--- src/verilog/i3c_target_pkg.sv ---
// Shared types, protocol constants and CCC codes, imported by every module of the I3C target
`default_nettype none

package i3c_target_pkg;

  typedef logic [7:0] byte_t;
  typedef logic [6:0] addr_t;
  typedef logic [15:0] count_t;
  typedef logic [7:0] rst_act_t;

  // Single-cycle bus flags plus the synchronized SDA level
  typedef struct packed {
    logic start;
    logic rstart;
    logic stop;
    logic scl_rise;
    logic scl_fall;
    logic sda;
  } bus_event_t;

  typedef struct packed {
    addr_t sta_addr;
    logic  sta_valid;
    addr_t dyn_addr;
    logic  dyn_valid;
  } addr_cfg_t;

  typedef struct packed {
    logic  is_code;
    byte_t value;
  } ccc_beat_t;

  typedef struct packed {
    logic   err;
    count_t byte_count;
  } rx_desc_t;

  typedef struct packed {
    logic ibi;
    logic crr;
    logic hj;
  } event_en_t;

  typedef enum logic [2:0] {
    Idle,
    Address,
    AckAddress,
    CccCode,
    CccData,
    WriteData,
    Ignore
  } fsm_state_e;

  localparam addr_t BroadcastAddr = 7'h7E;

  // Broadcast CCC codes
  localparam byte_t CccEnec   = 8'h00;
  localparam byte_t CccDisec  = 8'h01;
  localparam byte_t CccSetmwl = 8'h09;
  localparam byte_t CccRstact = 8'h2A;

  localparam rst_act_t RstActPeripheral = 8'h01;
  localparam rst_act_t RstActEscalate   = 8'h02;

  // Bit positions in the ENEC/DISEC defining byte
  localparam int unsigned EnecIbiBit = 0;
  localparam int unsigned EnecCrrBit = 1;
  localparam int unsigned EnecHjBit  = 3;

endpackage

`default_nettype wire

--- src/verilog/bus_monitor.sv ---
// Synchronizes SCL and SDA, flags bus conditions and detects the target reset pattern
`default_nettype none
`timescale 1ns/1ps

module bus_monitor #(
  parameter int unsigned MinResetEdges = 14
) (
  input  logic                       clk_i,
  input  logic                       rst_ni,
  input  logic                       scl_i,
  input  logic                       sda_i,
  input  logic                       enable_i,
  output i3c_target_pkg::bus_event_t bus_o,
  output logic                       target_reset_o
);
  import i3c_target_pkg::*;

  localparam int unsigned CntW = $clog2(MinResetEdges + 1);
  localparam logic [CntW-1:0] EdgeMax = CntW'(MinResetEdges);

  logic [1:0] scl_sync;
  logic [1:0] sda_sync;
  logic scl_q;
  logic sda_q;
  logic scl_rise;
  logic scl_fall;
  logic sda_rise;
  logic sda_fall;
  logic start_det;
  logic stop_det;
  logic in_frame;
  logic [CntW-1:0] edge_cnt;
  logic pattern_seen;
  logic sr_seen;

  always_ff @(posedge clk_i or negedge rst_ni) begin
    if (!rst_ni) begin
      scl_sync <= 2'b11;
      sda_sync <= 2'b11;
      scl_q    <= 1'b1;
      sda_q    <= 1'b1;
    end else begin
      scl_sync <= {scl_sync[0], scl_i};
      sda_sync <= {sda_sync[0], sda_i};
      scl_q    <= scl_sync[1];
      sda_q    <= sda_sync[1];
    end
  end

  assign scl_rise  = scl_sync[1] & ~scl_q;
  assign scl_fall  = ~scl_sync[1] & scl_q;
  assign sda_rise  = sda_sync[1] & ~sda_q;
  assign sda_fall  = ~sda_sync[1] & sda_q;
  // SDA may only move while SCL stays high for START and STOP
  assign start_det = enable_i & sda_fall & scl_sync[1] & scl_q;
  assign stop_det  = enable_i & sda_rise & scl_sync[1] & scl_q;

  always_ff @(posedge clk_i or negedge rst_ni) begin
    if (!rst_ni) begin
      bus_o     <= '0;
      bus_o.sda <= 1'b1;
      in_frame  <= 1'b0;
    end else begin
      bus_o.start    <= start_det & ~in_frame;
      bus_o.rstart   <= start_det & in_frame;
      bus_o.stop     <= stop_det;
      bus_o.scl_rise <= enable_i & scl_rise;
      bus_o.scl_fall <= enable_i & scl_fall;
      bus_o.sda      <= sda_sync[1];
      if (start_det) begin
        in_frame <= 1'b1;
      end else if (stop_det) begin
        in_frame <= 1'b0;
      end
    end
  end

  // Reset pattern: SDA toggles with SCL low, then SCL high, Sr and P
  always_ff @(posedge clk_i or negedge rst_ni) begin
    if (!rst_ni) begin
      edge_cnt       <= '0;
      pattern_seen   <= 1'b0;
      sr_seen        <= 1'b0;
      target_reset_o <= 1'b0;
    end else begin
      target_reset_o <= 1'b0;
      if (!enable_i) begin
        edge_cnt     <= '0;
        pattern_seen <= 1'b0;
        sr_seen      <= 1'b0;
      end else if (scl_rise) begin
        pattern_seen <= (edge_cnt >= EdgeMax);
        sr_seen      <= 1'b0;
        edge_cnt     <= '0;
      end else if (!scl_sync[1]) begin
        if ((sda_rise || sda_fall) && edge_cnt < EdgeMax) begin
          edge_cnt <= edge_cnt + 1'b1;
        end
      end else if (pattern_seen && start_det) begin
        sr_seen <= 1'b1;
      end else if (sr_seen && stop_det) begin
        target_reset_o <= 1'b1;
        pattern_seen   <= 1'b0;
        sr_seen        <= 1'b0;
      end
    end
  end

endmodule

`default_nettype wire

--- src/verilog/bus_rx_flow.sv ---
// Samples SDA on each SCL rise and strobes out every byte and every ninth bit
`default_nettype none
`timescale 1ns/1ps

module bus_rx_flow (
  input  logic                       clk_i,
  input  logic                       rst_ni,
  input  i3c_target_pkg::bus_event_t bus_i,
  output i3c_target_pkg::byte_t      byte_o,
  output logic                       byte_valid_o,
  output logic                       ninth_o,
  output logic                       ninth_valid_o
);
  import i3c_target_pkg::*;

  logic [3:0] bit_cnt;
  byte_t shift_q;

  always_ff @(posedge clk_i or negedge rst_ni) begin
    if (!rst_ni) begin
      bit_cnt       <= '0;
      byte_valid_o  <= 1'b0;
      ninth_valid_o <= 1'b0;
    end else begin
      byte_valid_o  <= bus_i.scl_rise && bit_cnt == 4'd7;
      ninth_valid_o <= bus_i.scl_rise && bit_cnt == 4'd8;
      if (bus_i.start || bus_i.rstart) begin
        bit_cnt <= '0;
      end else if (bus_i.scl_rise) begin
        bit_cnt <= (bit_cnt == 4'd8) ? 4'd0 : bit_cnt + 4'd1;
      end
    end
  end

  // Byte stays in place across the ninth bit
  always_ff @(posedge clk_i) begin
    if (bus_i.scl_rise) begin
      if (bit_cnt == 4'd8) begin
        ninth_o <= bus_i.sda;
      end else begin
        shift_q <= {shift_q[6:0], bus_i.sda};
      end
    end
  end

  assign byte_o = shift_q;

endmodule

`default_nettype wire

--- src/verilog/target_fsm.sv ---
// SDR frame handling of the target: address match, ACK, T-bit check and byte routing
`default_nettype none
`timescale 1ns/1ps

module target_fsm (
  input  logic                       clk_i,
  input  logic                       rst_ni,
  input  logic                       enable_i,
  input  i3c_target_pkg::addr_cfg_t  addr_cfg_i,
  input  i3c_target_pkg::bus_event_t bus_i,
  input  i3c_target_pkg::byte_t      byte_i,
  input  logic                       byte_valid_i,
  input  logic                       ninth_i,
  input  logic                       ninth_valid_i,
  output logic                       sda_o,
  output i3c_target_pkg::ccc_beat_t  ccc_beat_o,
  output logic                       ccc_beat_valid_o,
  output i3c_target_pkg::byte_t      wr_byte_o,
  output logic                       wr_parity_err_o,
  output logic                       wr_byte_valid_o,
  output logic                       wr_end_o
);
  import i3c_target_pkg::*;

  fsm_state_e state_q;
  byte_t data_q;
  logic is_bcast_q;
  addr_t rx_addr;
  logic rx_rnw;
  logic own_match;
  logic addr_match;
  logic parity_ok;
  logic frame_edge;

  assign rx_addr = byte_i[7:1];
  assign rx_rnw  = byte_i[0];

  // Static address answers only until a dynamic one is assigned
  assign own_match = (addr_cfg_i.dyn_valid && rx_addr == addr_cfg_i.dyn_addr) ||
                     (!addr_cfg_i.dyn_valid && addr_cfg_i.sta_valid &&
                      rx_addr == addr_cfg_i.sta_addr);
  assign addr_match = !rx_rnw && (own_match || rx_addr == BroadcastAddr);

  // T bit makes the ones count odd
  assign parity_ok  = ^{data_q, ninth_i};
  assign frame_edge = bus_i.start | bus_i.rstart | bus_i.stop;

  always_ff @(posedge clk_i or negedge rst_ni) begin
    if (!rst_ni) begin
      state_q          <= Idle;
      sda_o            <= 1'b1;
      ccc_beat_valid_o <= 1'b0;
      wr_byte_valid_o  <= 1'b0;
      wr_end_o         <= 1'b0;
    end else begin
      ccc_beat_valid_o <= 1'b0;
      wr_byte_valid_o  <= 1'b0;
      wr_end_o         <= 1'b0;
      if (!enable_i) begin
        state_q <= Idle;
        sda_o   <= 1'b1;
      end else if (frame_edge) begin
        wr_end_o <= (state_q == WriteData);
        sda_o    <= 1'b1;
        state_q  <= bus_i.stop ? Idle : Address;
      end else begin
        unique case (state_q)
          Address: begin
            if (byte_valid_i) begin
              state_q <= addr_match ? AckAddress : Ignore;
            end
          end
          AckAddress: begin
            // First SCL fall pulls SDA low, the next one ends the ACK
            if (bus_i.scl_fall) begin
              if (sda_o) begin
                sda_o <= 1'b0;
              end else begin
                sda_o   <= 1'b1;
                state_q <= is_bcast_q ? CccCode : WriteData;
              end
            end
          end
          CccCode: begin
            if (ninth_valid_i && parity_ok) begin
              ccc_beat_valid_o <= 1'b1;
              state_q          <= CccData;
            end
          end
          CccData: begin
            if (ninth_valid_i && parity_ok) begin
              ccc_beat_valid_o <= 1'b1;
            end
          end
          WriteData: begin
            if (ninth_valid_i) begin
              wr_byte_valid_o <= 1'b1;
            end
          end
          default: ;
        endcase
      end
    end
  end

  always_ff @(posedge clk_i) begin
    if (byte_valid_i) begin
      data_q <= byte_i;
    end
    if (state_q == Address && byte_valid_i) begin
      is_bcast_q <= (rx_addr == BroadcastAddr);
    end
    if (ninth_valid_i) begin
      ccc_beat_o.is_code <= (state_q == CccCode);
      ccc_beat_o.value   <= data_q;
      wr_byte_o          <= data_q;
      wr_parity_err_o    <= !parity_ok;
    end
  end

endmodule

`default_nettype wire

--- src/verilog/ccc_decoder.sv ---
// Executes the broadcast CCCs ENEC, DISEC, SETMWL and RSTACT and keeps their state
`default_nettype none
`timescale 1ns/1ps

module ccc_decoder #(
  parameter i3c_target_pkg::count_t MwlResetValue = 16'h0100
) (
  input  logic                      clk_i,
  input  logic                      rst_ni,
  input  i3c_target_pkg::ccc_beat_t ccc_beat_i,
  input  logic                      ccc_beat_valid_i,
  output i3c_target_pkg::event_en_t event_en_o,
  output i3c_target_pkg::count_t    mwl_o,
  output logic                      set_mwl_o,
  output i3c_target_pkg::rst_act_t  rst_act_o,
  output logic                      rst_act_valid_o
);
  import i3c_target_pkg::*;

  byte_t code_q;
  logic [1:0] data_cnt_q;
  byte_t mwl_msb_q;
  event_en_t en_sel;
  logic data_beat;

  assign en_sel.ibi = ccc_beat_i.value[EnecIbiBit];
  assign en_sel.crr = ccc_beat_i.value[EnecCrrBit];
  assign en_sel.hj  = ccc_beat_i.value[EnecHjBit];
  assign data_beat  = ccc_beat_valid_i && !ccc_beat_i.is_code;

  always_ff @(posedge clk_i or negedge rst_ni) begin
    if (!rst_ni) begin
      code_q          <= '0;
      data_cnt_q      <= '1;
      event_en_o      <= '1;
      mwl_o           <= MwlResetValue;
      set_mwl_o       <= 1'b0;
      rst_act_valid_o <= 1'b0;
    end else begin
      set_mwl_o       <= 1'b0;
      rst_act_valid_o <= 1'b0;
      if (ccc_beat_valid_i && ccc_beat_i.is_code) begin
        code_q     <= ccc_beat_i.value;
        data_cnt_q <= '0;
      end else if (data_beat) begin
        if (data_cnt_q != 2'd3) begin
          data_cnt_q <= data_cnt_q + 2'd1;
        end
        unique case (code_q)
          CccEnec: begin
            if (data_cnt_q == 2'd0) begin
              event_en_o <= event_en_o | en_sel;
            end
          end
          CccDisec: begin
            if (data_cnt_q == 2'd0) begin
              event_en_o <= event_en_o & ~en_sel;
            end
          end
          CccSetmwl: begin
            // MSB came first
            if (data_cnt_q == 2'd1) begin
              mwl_o     <= {mwl_msb_q, ccc_beat_i.value};
              set_mwl_o <= 1'b1;
            end
          end
          CccRstact: begin
            rst_act_valid_o <= (data_cnt_q == 2'd0);
          end
          default: ;
        endcase
      end
    end
  end

  always_ff @(posedge clk_i) begin
    if (data_beat && data_cnt_q == 2'd0) begin
      mwl_msb_q <= ccc_beat_i.value;
      rst_act_o <= ccc_beat_i.value;
    end
  end

endmodule

`default_nettype wire

--- src/verilog/descriptor_rx.sv ---
// Forwards good private-write bytes and emits one RX descriptor per write
`default_nettype none
`timescale 1ns/1ps

module descriptor_rx (
  input  logic                     clk_i,
  input  logic                     rst_ni,
  input  i3c_target_pkg::byte_t    wr_byte_i,
  input  logic                     wr_parity_err_i,
  input  logic                     wr_byte_valid_i,
  input  logic                     wr_end_i,
  output i3c_target_pkg::byte_t    rx_data_o,
  output logic                     rx_data_valid_o,
  output i3c_target_pkg::rx_desc_t rx_desc_o,
  output logic                     rx_desc_valid_o
);
  import i3c_target_pkg::*;

  count_t count_q;
  logic err_q;

  always_ff @(posedge clk_i or negedge rst_ni) begin
    if (!rst_ni) begin
      count_q         <= '0;
      err_q           <= 1'b0;
      rx_data_valid_o <= 1'b0;
      rx_desc_valid_o <= 1'b0;
    end else begin
      rx_data_valid_o <= wr_byte_valid_i && !wr_parity_err_i;
      rx_desc_valid_o <= wr_end_i;
      if (wr_end_i) begin
        count_q <= '0;
        err_q   <= 1'b0;
      end else if (wr_byte_valid_i) begin
        // Bad bytes only mark the descriptor
        if (wr_parity_err_i) begin
          err_q <= 1'b1;
        end else begin
          count_q <= count_q + 1'b1;
        end
      end
    end
  end

  always_ff @(posedge clk_i) begin
    if (wr_byte_valid_i) begin
      rx_data_o <= wr_byte_i;
    end
    if (wr_end_i) begin
      rx_desc_o.err        <= err_q;
      rx_desc_o.byte_count <= count_q;
    end
  end

endmodule

`default_nettype wire

--- src/verilog/reset_action.sv ---
// Turns RSTACT and target reset patterns into peripheral and escalated resets
`default_nettype none
`timescale 1ns/1ps

module reset_action (
  input  logic                     clk_i,
  input  logic                     rst_ni,
  input  i3c_target_pkg::rst_act_t rst_act_i,
  input  logic                     rst_act_valid_i,
  input  logic                     target_reset_i,
  input  logic                     peripheral_reset_done_i,
  output logic                     peripheral_reset_o,
  output logic                     escalated_reset_o
);
  import i3c_target_pkg::*;

  rst_act_t armed_q;
  logic escalate_q;

  always_ff @(posedge clk_i or negedge rst_ni) begin
    if (!rst_ni) begin
      armed_q            <= RstActPeripheral;
      escalate_q         <= 1'b0;
      peripheral_reset_o <= 1'b0;
      escalated_reset_o  <= 1'b0;
    end else begin
      if (peripheral_reset_done_i) begin
        peripheral_reset_o <= 1'b0;
      end
      if (rst_act_valid_i) begin
        armed_q    <= rst_act_i;
        escalate_q <= 1'b0;
      end else if (target_reset_i) begin
        // Pattern consumes the armed action
        armed_q <= RstActPeripheral;
        if (armed_q == RstActEscalate || escalate_q) begin
          escalated_reset_o <= 1'b1;
        end else begin
          peripheral_reset_o <= 1'b1;
          escalate_q         <= 1'b1;
        end
      end
    end
  end

endmodule

`default_nettype wire

--- src/verilog/i3c_target_top.sv ---
// Top level of the I3C SDR target, connecting the bus front end, FSM, CCC and RX paths
`default_nettype none
`timescale 1ns/1ps

module i3c_target_top #(
  parameter int unsigned            MinResetEdges = 14,
  parameter i3c_target_pkg::count_t MwlResetValue = 16'h0100
) (
  input  logic                      clk_i,
  input  logic                      rst_ni,
  input  logic                      enable_i,
  input  logic                      scl_i,
  input  logic                      sda_i,
  input  i3c_target_pkg::addr_cfg_t addr_cfg_i,
  input  logic                      peripheral_reset_done_i,
  output logic                      sda_o,
  output i3c_target_pkg::byte_t     rx_data_o,
  output logic                      rx_data_valid_o,
  output i3c_target_pkg::rx_desc_t  rx_desc_o,
  output logic                      rx_desc_valid_o,
  output i3c_target_pkg::event_en_t event_en_o,
  output i3c_target_pkg::count_t    mwl_o,
  output logic                      set_mwl_o,
  output logic                      peripheral_reset_o,
  output logic                      escalated_reset_o
);
  import i3c_target_pkg::*;

  bus_event_t bus;
  logic target_reset;

  byte_t rx_byte;
  logic rx_byte_valid;
  logic rx_ninth;
  logic rx_ninth_valid;

  ccc_beat_t ccc_beat;
  logic ccc_beat_valid;

  byte_t wr_byte;
  logic wr_parity_err;
  logic wr_byte_valid;
  logic wr_end;

  rst_act_t rst_act;
  logic rst_act_valid;

  bus_monitor #(
    .MinResetEdges(MinResetEdges)
  ) bus_monitor_inst (
    .clk_i         (clk_i),
    .rst_ni        (rst_ni),
    .scl_i         (scl_i),
    .sda_i         (sda_i),
    .enable_i      (enable_i),
    .bus_o         (bus),
    .target_reset_o(target_reset)
  );

  bus_rx_flow bus_rx_flow_inst (
    .clk_i        (clk_i),
    .rst_ni       (rst_ni),
    .bus_i        (bus),
    .byte_o       (rx_byte),
    .byte_valid_o (rx_byte_valid),
    .ninth_o      (rx_ninth),
    .ninth_valid_o(rx_ninth_valid)
  );

  target_fsm target_fsm_inst (
    .clk_i           (clk_i),
    .rst_ni          (rst_ni),
    .enable_i        (enable_i),
    .addr_cfg_i      (addr_cfg_i),
    .bus_i           (bus),
    .byte_i          (rx_byte),
    .byte_valid_i    (rx_byte_valid),
    .ninth_i         (rx_ninth),
    .ninth_valid_i   (rx_ninth_valid),
    .sda_o           (sda_o),
    .ccc_beat_o      (ccc_beat),
    .ccc_beat_valid_o(ccc_beat_valid),
    .wr_byte_o       (wr_byte),
    .wr_parity_err_o (wr_parity_err),
    .wr_byte_valid_o (wr_byte_valid),
    .wr_end_o        (wr_end)
  );

  ccc_decoder #(
    .MwlResetValue(MwlResetValue)
  ) ccc_decoder_inst (
    .clk_i           (clk_i),
    .rst_ni          (rst_ni),
    .ccc_beat_i      (ccc_beat),
    .ccc_beat_valid_i(ccc_beat_valid),
    .event_en_o      (event_en_o),
    .mwl_o           (mwl_o),
    .set_mwl_o       (set_mwl_o),
    .rst_act_o       (rst_act),
    .rst_act_valid_o (rst_act_valid)
  );

  descriptor_rx descriptor_rx_inst (
    .clk_i          (clk_i),
    .rst_ni         (rst_ni),
    .wr_byte_i      (wr_byte),
    .wr_parity_err_i(wr_parity_err),
    .wr_byte_valid_i(wr_byte_valid),
    .wr_end_i       (wr_end),
    .rx_data_o      (rx_data_o),
    .rx_data_valid_o(rx_data_valid_o),
    .rx_desc_o      (rx_desc_o),
    .rx_desc_valid_o(rx_desc_valid_o)
  );

  reset_action reset_action_inst (
    .clk_i                  (clk_i),
    .rst_ni                 (rst_ni),
    .rst_act_i              (rst_act),
    .rst_act_valid_i        (rst_act_valid),
    .target_reset_i         (target_reset),
    .peripheral_reset_done_i(peripheral_reset_done_i),
    .peripheral_reset_o     (peripheral_reset_o),
    .escalated_reset_o      (escalated_reset_o)
  );

endmodule

`default_nettype wire

--- config.mk ---
export PLATFORM = sky130hd
export DESIGN_NAME = i3c_target_top
export DESIGN_NICKNAME = d
export VERILOG_FILES = /design/src/verilog/i3c_target_pkg.sv /design/src/verilog/bus_monitor.sv /design/src/verilog/bus_rx_flow.sv /design/src/verilog/target_fsm.sv /design/src/verilog/ccc_decoder.sv /design/src/verilog/descriptor_rx.sv /design/src/verilog/reset_action.sv /design/src/verilog/i3c_target_top.sv
export SDC_FILE = /design/constraint.sdc
export NUM_CORES = 1
export LEC_CHECK = 0
export BUFFER_PORTS_ARGS = -buffer_cell sky130_fd_sc_hd__buf_2
export CORE_UTILIZATION = 50
export DETAILED_ROUTE_END_ITERATION = 16
export PLACE_DENSITY = 0.69
export SLEW_MARGIN = 10
export SYNTH_ARGS = -nofsm -noshare
export SYNTH_HDL_FRONTEND = slang
export SYNTH_SLANG_ARGS = --single-unit
export TNS_END_PERCENT = 50
--- constraint.sdc ---
create_clock -name clk_i -period 2.2 [get_ports clk_i]
set_input_delay 0 -clock clk_i [delete_from_list [all_inputs] [get_ports clk_i]]
set_output_delay 0 -clock clk_i [all_outputs]
set_load 0.02 [all_outputs]
==> results.py, run 1 <==
metrics = {
    "run_status": {
        "outcome": "finished, final reports clean",
    },
    "hold_path": {
        "min_from": "addr_cfg_i[12]",
        "whs_endpoint": "target_fsm_inst.state_q[2]",
        "holdPathStages": 5,
        "hold_class": "in2reg",
    },
    "setup_path": {
        "rrSetupSlack_ps": 170,
        "critPathMaxStageDelay_ps": 470,
        "rr_startpoint": "target_fsm_inst.data_q[1]",
        "worstPathCellList": "xor2_1 -> xnor3_1 -> and4_4 -> or3_4 -> mux2_4",
        "worstPathArrival_ps": 2330,
        "crit_type": "reg2reg",
        "r2r-end": "target_fsm_inst.state_q[1]",
        "required_ps": 2500,
        "worst_path_max_delay_cell": "xnor3_1",
        "crit_buf_inv": 0,
        "crit_family": "XOR/XNOR gates",
        "r2r_cells": 5,
        "cp-end-kind": "flip-flop",
        "critPathMaxFanout": 3,
        "cp-start-kind": "flip-flop",
    },
    "logic_synthesis": {
        "async_reset_ff_share_pct": 60.39,
        "synth_top_area_cell": "dfrtp_1",
        "syn_avg_cell_area_um2": 14.08,
        "ys.flop_type": "dfrtp_1",
        "yosys_register_bits": 154,
        "synth_area_leaders": "dfrtp_1 (32%), edfxtp_1 (30%), dfstp_2 (6.0%)",
        "yosys-top-cells-count": "dfrtp_1 (79), edfxtp_1 (61), nor2_1 (36)",
        "yosysUniqueCellTypes": 48,
        "synth.most_common_cell": "dfrtp_1",
        "synth_edf_count": 61,
        "yosysSeqAreaShare_pct": 68.50,
        "netlist_area_um2": 6097,
        "yosys_warnings": 0,
        "syn_nets": 465,
        "synth_top_area_share_pct": 32.42,
        "netlist_instances": 433,
    },
    "cts": {
        "cts_buffer_depth": 2,
        "htree_num_levels": 4,
        "clock-sinks": 154,
        "cts_tree": "done",
        "clk_latency_ps": 420,
        "cts_resized": 0,
        "cts_root_buf": "clkbuf_16",
        "path_clk_slew_ps": 60,
        "cts_buffers": 17,
        "cts_setup_buffers": 0,
    },
    "detailed_routing": {
        "detail_route.wirelength_um": 10250,
        "dr.pass1.iters": 4,
        "vias_per_cell": 5.283,
        "first_iter_violations": 148,
        "wl_per_cell_um": 14.96,
        "vias": 3619,
        "ant_nets": 0,
        "drc": 0,
    },
    "global_routing": {
        "grt_pass1_vias": 3599,
        "grt_overflow": 0,
        "grt_max_degree": 52,
        "grt_use_total_pct": 18.27,
        "grt_pass1_wl_um": 17550,
        "antenna_found_initial": 0,
    },
    "placed_design": {
        "port-buffer-count": 71,
        "hpwl_um": 6947,
        "place.gp.congestion": 0.7788,
    },
    "timing": {
        "hold_violations": 0,
        "tightest_slew_ps": 650.4,
        "fmax_ghz": 0.4918,
        "rsz0062_at_grt": "false",
        "skew_ps": 9.184,
        "min_period_ps": 2033,
        "finalSetupTns_ps": 0,
        "slew_viol_final": 0,
        "holdWs_ps": 142.7,
        "finalCritPeriodShare_pct": 92.42,
        "max-slew-margin-rel_pct": 56.64,
        "setup_violations": 0,
    },
    "die": {
        "core_um2": 11660,
        "die_h_um": 112.4,
        "dieArea_um2": 12640,
        "io_pins": 72,
        "die_x_um": 112.4,
        "initial_core_util_pct": 52.28,
        "num_rows": 39,
    },
    "power_and_ir_drop": {
        "leakagePower_nw": 3.266,
        "power_per_cell_area_nw_per_um2": 867.8,
        "ir_drop_uv": 653.4,
        "power_mw": 6.355,
    },
    "final_layout": {
        "fillCellCount": 884,
        "final_util_pct": 62.79,
        "drive_above_1_share_pct": 27.31,
        "diodes": 0,
        "syn_to_final_growth_pct": 20.11,
        "layout.nets": 561,
    },
    "job": {
        "max_cap_violations": 0,
    },
}
[area by class of cell]
type	count	area, um^2	share of cell area [%]
inverter	21	78.83	1.076
clock buffer	22	486.7	6.646
timing repair buffer	85	488.0	6.663
multi-input combinational	250	1797	24.53
clock inverter	10	117.6	1.606
tap	143	178.9	2.443
sequential	154	4177	57.03
[per-stage QoR]
step	worst slack (ps)	cell area, um^2	std cells
floorplan	258.6	6097	433
global route	75.87	7323	685
CTS	156.4	7323	685
finish	166.8	7323	685
detailed placement	163.6	6669	648
global placement	215.8	6669	648
[timing repair]
item / in CTS / in global routing
setup endpoints to repair: 0 / 0
hold endpoints to repair: 60 / 0
hold buffers: 5 / 0
[cell usage in the layout (no fill, tap or decap), types with 3 or more instances in the layout]
cell type      Yosys  routed
xor2_1            21      21
o21ai_0           11      11
nand4_1            5       5
and2_1             3       3
mux2_2            21      21
a21oi_1           15      15
mux2i_1            6       6
or3_1              3       3
nor3b_1            4       4
inv_1             21      21
dfrtp_1           79      79
buf_2              0      70
clkinv_1           0       6
nand3b_1           5       5
dlygate4sd3_1      0       5
nor2_1            36      36
edfxtp_1          61      61
and4_1             5       5
buf_4              0       9
ha_1              10      10
nand2_1           24      24
nor4_1             4       4
bufinv_16          0       3
clkbuf_1           6       3
dfstp_2           14      14
xnor2_1           14      14
nand2b_1           3       3
mux2_4             5       5
clkbuf_16          0      19
nor4b_1            4       4
a22o_1             7       7
nor3_1            10      10
nand3_1            8       8
[logic make-up (layout without fill, tap and decap cells)]
kind of cell             after synthesis  in the layout  synth area share (%)
AO/OA/AOI/OAI                         48             48                 5.110
XOR/XNOR                              36             36                 5.397
adder cells (fa/ha/maj)               10             10                 2.052
buffers and inverters                 29            138                 2.032
flip-flops                           154            154                 68.50
multiplexers                          32             32                 6.095
AND/OR/NAND/NOR                      124            124                 10.81
[worst reg2reg max path, cell delays in order (launching register included)]
cell and delay (ps):
edfxtp_1 390, xor2_1 170, xnor3_1 470, and4_4 190, or3_4 390, mux2_4 300
[power by group]
group | internal [mW] | leakage, nW | switching (mW)
Sequential | 3.06 | 1.79 | 0.0859
Combinational | 0.129 | 1.18 | 0.158
Clock | 1.89 | 0.293 | 1.03
Total | 5.08 | 3.27 | 1.28
[layer usage]
layer	GRT usage, %	vias to the layer above	part of all wire, %
met1	23.64	1761	47
met2	28.90	102	48
met3	5.022	12	3.7
met4	8.533	0	1.6
met5	0	-	0
li1	-	1744	-
[sequential cells by signal, indices dropped and copies added, names as in the netlist, 2 cells and up, named ones only]
| signal | flops |
|---|---|
| target_fsm_inst.data_q | 8 |
| reset_action_inst.armed_q | 8 |
| bus_monitor_inst.edge_cnt | 4 |
| target_fsm_inst.ccc_beat_o | 9 |
| target_fsm_inst.state_q | 3 |
| descriptor_rx_inst.rx_data_o | 8 |
| ccc_decoder_inst.rst_act_o | 8 |
| bus_monitor_inst.sda_sync | 2 |
| bus_monitor_inst.bus_o | 5 |
| ccc_decoder_inst.mwl_o | 16 |
| descriptor_rx_inst.rx_desc_o | 17 |
| bus_rx_flow_inst.byte_o | 8 |
| descriptor_rx_inst.count_q | 16 |
| ccc_decoder_inst.data_cnt_q | 2 |
| ccc_decoder_inst.code_q | 8 |
| bus_rx_flow_inst.bit_cnt | 4 |
| bus_monitor_inst.scl_sync | 2 |
[worst max path at each step]
stage	cells past startpoint	startpoint	endpoint	slack, ps
3_5_place_dp	5	target_fsm_inst.data_q[5]	target_fsm_inst.state_q[1]	160
2_1_floorplan	5	target_fsm_inst.data_q[1]	target_fsm_inst.state_q[0]	260
5_1_grt	5	target_fsm_inst.data_q[1]	target_fsm_inst.state_q[1]	80
6_report	5	target_fsm_inst.data_q[1]	target_fsm_inst.state_q[1]	170
3_3_place_gp	5	target_fsm_inst.data_q[1]	target_fsm_inst.state_q[1]	220
4_1_cts	5	target_fsm_inst.data_q[5]	target_fsm_inst.state_q[1]	160
No activity file was read; power rests on OpenSTA's default activity.
==> inputs of run 2 (changes only) <==
==> constraint.sdc (replaced) <==
create_clock -name clk_i -period 2.2 [get_ports clk_i]
set_input_delay 0.44 -clock clk_i [delete_from_list [all_inputs] [get_ports clk_i]]
set_output_delay 0.44 -clock clk_i [all_outputs]
set_load 0.02 [all_outputs]
==> results.py, run 2 (same netlist as run 1, synthesis figures left out) <==
metrics = {
    "job": {
        "max_cap_violations": 0,
    },
    "final_layout": {
        "layout.nets": 558,
        "diodes": 0,
        "top_regs": "descriptor_rx_inst.rx_desc_o (17), ccc_decoder_inst.mwl_o (16), descriptor_rx_inst.count_q (16)",
        "largest_reg_flops": 17,
        "top_register": "descriptor_rx_inst.rx_desc_o",
        "final_cell_mix": "dfrtp_1 (79), buf_2 (70), edfxtp_1 (61)",
        "drive_above_1_share_pct": 28.01,
        "final_cell_area_um2": 7256,
        "syn_to_final_growth_pct": 19.00,
        "final_common_cell": "dfrtp_1",
    },
    "setup_path": {
        "cp-start-kind": "flip-flop",
        "critPathMaxFanout": 3,
        "rr_startpoint": "target_fsm_inst.data_q[1]",
        "required_ps": 2490,
        "crit_type": "reg2reg",
        "startpoint": "target_fsm_inst.data_q[1]",
        "cp-end-kind": "flip-flop",
        "worstPathArrival_ps": 2360,
    },
    "timing": {
        "min_period_ps": 2066,
        "finalSetupTns_ps": 0,
        "fmax_ghz": 0.4841,
        "max-slew-margin-rel_pct": 60.48,
        "rsz0062_at_grt": "false",
        "finalCritPeriodShare_pct": 93.89,
        "slew_viol_final": 0,
        "holdWs_ps": 32.41,
        "tightest_slew_ps": 592.8,
        "skew_ps": 10.97,
        "hold_violations": 0,
        "setup_violations": 0,
    },
    "global_routing": {
        "grt_pass1_vias": 3659,
        "grt_overflow": 0,
        "antenna_found_initial": 0,
        "grt_use_total_pct": 18.11,
        "grt_pass1_wl_um": 17500,
        "grt_max_degree": 43,
    },
    "detailed_routing": {
        "drc": 0,
        "wl_per_cell_um": 15.08,
        "detail_route.wirelength_um": 10280,
        "first_iter_violations": 123,
        "vias": 3597,
        "vias_per_cell": 5.274,
        "ant_nets": 0,
        "dr.pass1.iters": 4,
    },
    "cts": {
        "cts_buffers": 17,
        "cts_buffer_depth": 2,
        "cts_tree": "done",
        "cts_hold_buf": 0,
        "path_clk_slew_ps": 50,
        "clk_latency_ps": 410,
        "clock-sinks": 154,
        "htree_num_levels": 4,
        "cts_setup_buffers": 0,
        "cts_root_buf": "clkbuf_16",
        "cts_resized": 0,
    },
    "hold_path": {
        "hold_class": "in2async",
    },
    "power_and_ir_drop": {
        "leakagePower_nw": 3.239,
        "power_per_cell_area_nw_per_um2": 843.4,
        "ir_drop_uv": 518.8,
    },
    "placed_design": {
        "place.gp.congestion": 0.7893,
        "hpwl_um": 7064,
        "post_dp_cell_area_um2": 6696,
        "port-buffer-count": 71,
    },
    "die": {
        "dieArea_um2": 12640,
        "die_h_um": 112.4,
        "io_pins": 72,
        "die_x_um": 112.4,
        "num_rows": 39,
        "initial_core_util_pct": 52.28,
        "core_um2": 11660,
    },
    "run_status": {
        "outcome": "finished, final reports clean",
    },
}
## run 2: cell count changes in the layout (fill, tap and decap cells not counted), sizes merged
cell	delta
buf	+2
clkbuf	+8
bufinv	-2
clkinv	-6
dlygate4sd3	-5
## run 2: stage by stage
stage	worst slack [ps]	utilization [%]	cells	total power, mW
6_report	134.4	62.21	682	6.120
2_1_floorplan	258.6	-	433	3.344
4_1_cts	145.2	62.21	682	6.178
5_1_grt	77.45	62.21	682	6.355
3_3_place_gp	221.2	57.42	650	3.458
3_5_place_dp	164.6	57.42	650	3.472
## run 2: worst paths after layout
kind	cells past startpoint	slack (ps)	endpoint
worst max-delay path	5	130	target_fsm_inst.state_q[0]
worst min-delay path	1	30	reset_action_inst.armed_q[3]
worst max register to register	5	130	target_fsm_inst.state_q[0]
worst min register to register	0	360	bus_monitor_inst.scl_sync[1]
max in group asynchronous	2	1580	async pin
min in group clk_i	1	130	bus_monitor_inst.sda_sync[0]
## run 2: critical path, stage by stage, from the launching register on
cell and delay (ps):
edfxtp_1 400, xor2_1 180, xnor3_1 480, and4_4 190
or3_4 380, mux2_4 310
## run 2: cell type report
| type | instances | area, um^2 |
|---|---|---|
| inverter | 21 | 78.83 |
| tap | 143 | 178.9 |
| clock inverter | 2 | 35.03 |
| timing repair buffer | 82 | 465.4 |
| clock buffer | 30 | 524.3 |
| sequential | 154 | 4177 |
| multi-input combinational | 250 | 1797 |
| fill | 892 | 4407 |
## run 2: power breakdown
group / switching (mW) / internal (mW)
Clock: 0.993 / 1.71
Sequential: 0.0855 / 3.06
Combinational: 0.151 / 0.125
Total: 1.23 / 4.89
## run 2: routing by layer
metal | part of all wire (%) | track usage, % | vias to the layer above
li1 | - | - | 1739
met1 | 46 | 23.36 | 1756
met2 | 48 | 28.78 | 88
met3 | 4.7 | 5.940 | 14
met4 | 1.4 | 6.756 | 0
met5 | 0 | 0 | -
==> inputs of run 3 (changes only) <==
--- a/config.mk
+++ b/config.mk
@@ -6,11 +6,14 @@
 export NUM_CORES = 1
 export LEC_CHECK = 0
 export BUFFER_PORTS_ARGS = -buffer_cell sky130_fd_sc_hd__buf_2
-export CORE_UTILIZATION = 50
+export CELL_PAD_IN_SITES_DETAIL_PLACEMENT = 0
+export CELL_PAD_IN_SITES_GLOBAL_PLACEMENT = 1
+export CORE_UTILIZATION = 48
 export DETAILED_ROUTE_END_ITERATION = 16
-export PLACE_DENSITY = 0.69
+export PLACE_DENSITY = 0.78
 export SLEW_MARGIN = 10
 export SYNTH_ARGS = -nofsm -noshare
 export SYNTH_HDL_FRONTEND = slang
+export SYNTH_HIERARCHICAL = 1
 export SYNTH_SLANG_ARGS = --single-unit
 export TNS_END_PERCENT = 50
==> results.py, run 3 <==
metrics = {
    "cts": {
        "cts_resized": 0,
        "cts_setup_buffers": 0,
        "cts_buffers": 17,
        "path_clk_slew_ps": 60,
        "cts_buffer_depth": 2,
        "cts_root_buf": "clkbuf_16",
        "cts_hold_buf": 1,
        "htree_num_levels": 4,
        "clock-sinks": 154,
        "clk_latency_ps": 410,
        "cts_tree": "done",
    },
    "logic_synthesis": {
        "ys.flop_type": "dfrtp_1",
        "async_reset_ff_share_pct": 60.39,
        "synth_top_area_share_pct": 31.05,
        "synth_edf_count": 61,
        "yosysUniqueCellTypes": 76,
        "syn_nets": 479,
        "netlist_area_um2": 6367,
        "yosys-top-cells-count": "dfrtp_1 (79), edfxtp_1 (61), nor2_1 (27)",
        "synth.most_common_cell": "dfrtp_1",
        "yosys_warnings": 6,
        "netlist_instances": 447,
        "synth_area_leaders": "dfrtp_1 (31%), edfxtp_1 (29%), dfstp_2 (5.8%)",
        "yosysSeqAreaShare_pct": 65.59,
        "synth_top_area_cell": "dfrtp_1",
        "syn_avg_cell_area_um2": 14.24,
        "yosys_register_bits": 154,
    },
    "setup_path": {
        "critPathMaxStageDelay_ps": 560,
        "worstPathArrival_ps": 2060,
        "crit_type": "reg2reg",
        "crit_buf_inv": 0,
        "rrSetupSlack_ps": 440,
        "critPathMaxFanout": 16,
        "cp-end-kind": "flip-flop",
        "crit_family": "flip-flops",
        "required_ps": 2500,
        "cp-start-kind": "flip-flop",
        "worstPathCellList": "ha_1 -> and2_1 -> nand4b_4 -> mux2_4",
        "r2r-end": "ccc_decoder_inst/mwl_o[11]",
        "worst_path_max_delay_cell": "dfstp_2",
        "rr_startpoint": "ccc_decoder_inst/data_cnt_q[0]",
        "r2r_cells": 4,
    },
    "power_and_ir_drop": {
        "power.switching_mw": 1.301,
        "ir_drop_uv": 420.1,
        "power_per_cell_area_nw_per_um2": 848.7,
        "leakagePower_nw": 3.301,
        "swShare_pct": 20.32,
        "p_comb_share_pct": 3.6,
        "seqPwrFrac_pct": 48.6,
        "cellInternalPower_mw": 5.103,
        "clock_power_share_pct": 47.8,
    },
    "die": {
        "num_rows": 41,
        "initial_core_util_pct": 49.85,
        "core_um2": 12770,
        "io_pins": 72,
        "die_x_um": 117.2,
        "die_h_um": 117.2,
        "dieArea_um2": 13730,
    },
    "placed_design": {
        "hpwl_um": 7897,
        "port-buffer-count": 71,
        "pre_cts_ws_ps": 430.4,
        "place.gp.congestion": 0.7405,
    },
    "timing": {
        "max-slew-margin-rel_pct": 57.34,
        "finalCritPeriodShare_pct": 80.03,
        "fmax_ghz": 0.5680,
        "slew_viol_final": 0,
        "skew_ps": 5.928,
        "holdWs_ps": 122.0,
        "hold_violations": 0,
        "rsz0062_at_grt": "false",
        "post-route-worst-setup-slack_ps": 439.3,
        "finalSetupTns_ps": 0,
        "setup_violations": 0,
        "min_period_ps": 1761,
        "tightest_slew_ps": 634.1,
    },
    "detailed_routing": {
        "first_iter_violations": 188,
        "wl_per_cell_um": 15.71,
        "dr.pass1.iters": 4,
        "ant_nets": 0,
        "vias_per_cell": 5.244,
        "vias": 3755,
        "detail_route.wirelength_um": 11250,
        "drc": 0,
    },
    "final_layout": {
        "drive_above_1_share_pct": 30.51,
        "top_regs": "descriptor_rx_inst/rx_desc_o (17), ccc_decoder_inst/mwl_o (16), descriptor_rx_inst/count_q (16)",
        "largest_reg_flops": 17,
        "final_common_cell": "dfrtp_1",
        "top_register": "descriptor_rx_inst/rx_desc_o",
        "final_cell_mix": "dfrtp_1 (79), buf_2 (70), edfxtp_1 (61)",
        "diodes": 0,
        "syn_to_final_growth_pct": 18.51,
        "layout.nets": 563,
    },
    "job": {
        "max_cap_violations": 0,
    },
    "hold_path": {
        "hold_class": "in2reg",
        "holdPathStages": 1,
        "min_from": "scl_i",
        "whs_endpoint": "bus_monitor_inst/scl_sync[0]",
    },
    "global_routing": {
        "grt_max_degree": 43,
        "antenna_found_initial": 0,
        "grt_pass1_wl_um": 18250,
        "grt_pass1_vias": 3629,
        "grt_use_total_pct": 18.08,
        "grt_overflow": 0,
    },
    "run_status": {
        "outcome": "finished, final reports clean",
    },
}
run 3: changes by cell type in the layout (fill, tap and decap cells not counted), moves of 4 or more:
| cell | previous run | this run |
|---|---|---|
| nand2_1 | 24 | 16 |
| clkbuf_8 | 5 | 0 |
| nor2_1 | 36 | 27 |
| and4_1 | 5 | 1 |
| xor2_1 | 21 | 10 |
| mux2_4 | 5 | 10 |
| nand4_1 | 5 | 13 |
| xnor2_1 | 14 | 19 |
| mux2_2 | 21 | 14 |
| and3b_1 | 1 | 6 |
| nor3_1 | 10 | 4 |
| clkbuf_1 | 8 | 2 |
run 3: cells by family (layout without fill, tap and decap cells):
| family | after synthesis | after routing | share of synthesized area [%] |
|---|---|---|---|
| compound gates | 66 | 66 | 7.192 |
| xor+xnor | 31 | 31 | 4.716 |
| fa+ha+maj | 10 | 10 | 1.965 |
| buf+inv | 35 | 132 | 2.771 |
| flops | 154 | 154 | 65.59 |
| mux | 30 | 30 | 5.836 |
| simple gates | 121 | 121 | 11.93 |
run 3: per-stage QoR:
step                cell area (um^2)  utilization, %  total power [mW]  std cells
global route                    7546           59.08             6.611        716
floorplan                       6367               -             3.291        447
detailed placement              6908           54.08             3.398        683
finish                          7546           59.08             6.404        716
global placement                6908           54.08             3.388        683
CTS                             7546           59.08             6.459        716
run 3: area by class of cell:
cell class,count,area [um^2]
timing repair buffer,79,432.9
clock buffer,20,457.9
clock inverter,12,170.2
tap,172,215.2
sequential,154,4177
multi-input combinational,258,2014
fill,1026,5228
inverter,21,78.83
run 3: power by group through the flow:
stage	registers (mW)	clock network [mW]	logic (mW)
after detailed placement	3.17	0	0.230
final	3.11	3.06	0.228
after global placement	3.16	0	0.225
after CTS	3.11	3.11	0.233
after floorplan	3.15	0	0.145
after global routing	3.12	3.23	0.261
run 3: how the worst max path moves through the flow:
| stage | from | endpoint | slack, ps | cells after the start |
|---|---|---|---|---|
| after floorplan | ccc_decoder_inst/data_cnt_q[1] | ccc_decoder_inst/mwl_o[0] | 570 | 6 |
| after global placement | enable_i | target_fsm_inst/state_q[2] | 410 | 6 |
| after detailed placement | ccc_decoder_inst/data_cnt_q[0] | ccc_decoder_inst/mwl_o[0] | 430 | 4 |
| after CTS | ccc_decoder_inst/data_cnt_q[0] | ccc_decoder_inst/mwl_o[11] | 420 | 4 |
| after global routing | ccc_decoder_inst/data_cnt_q[0] | ccc_decoder_inst/mwl_o[14] | 340 | 4 |
| final | ccc_decoder_inst/data_cnt_q[0] | ccc_decoder_inst/mwl_o[11] | 440 | 4 |
run 3: layer usage:
layer / part of all wire (%) / GRT usage, % / up-vias / wire (um)
met5: 0 / 0 / - / 0
met1: 48 / 24.12 / 1843 / 5412
met3: 4.1 / 5.304 / 10 / 462
li1: - / - / 1812 / -
met4: 1.3 / 6.835 / 0 / 149
met2: 46 / 28.12 / 90 / 5223
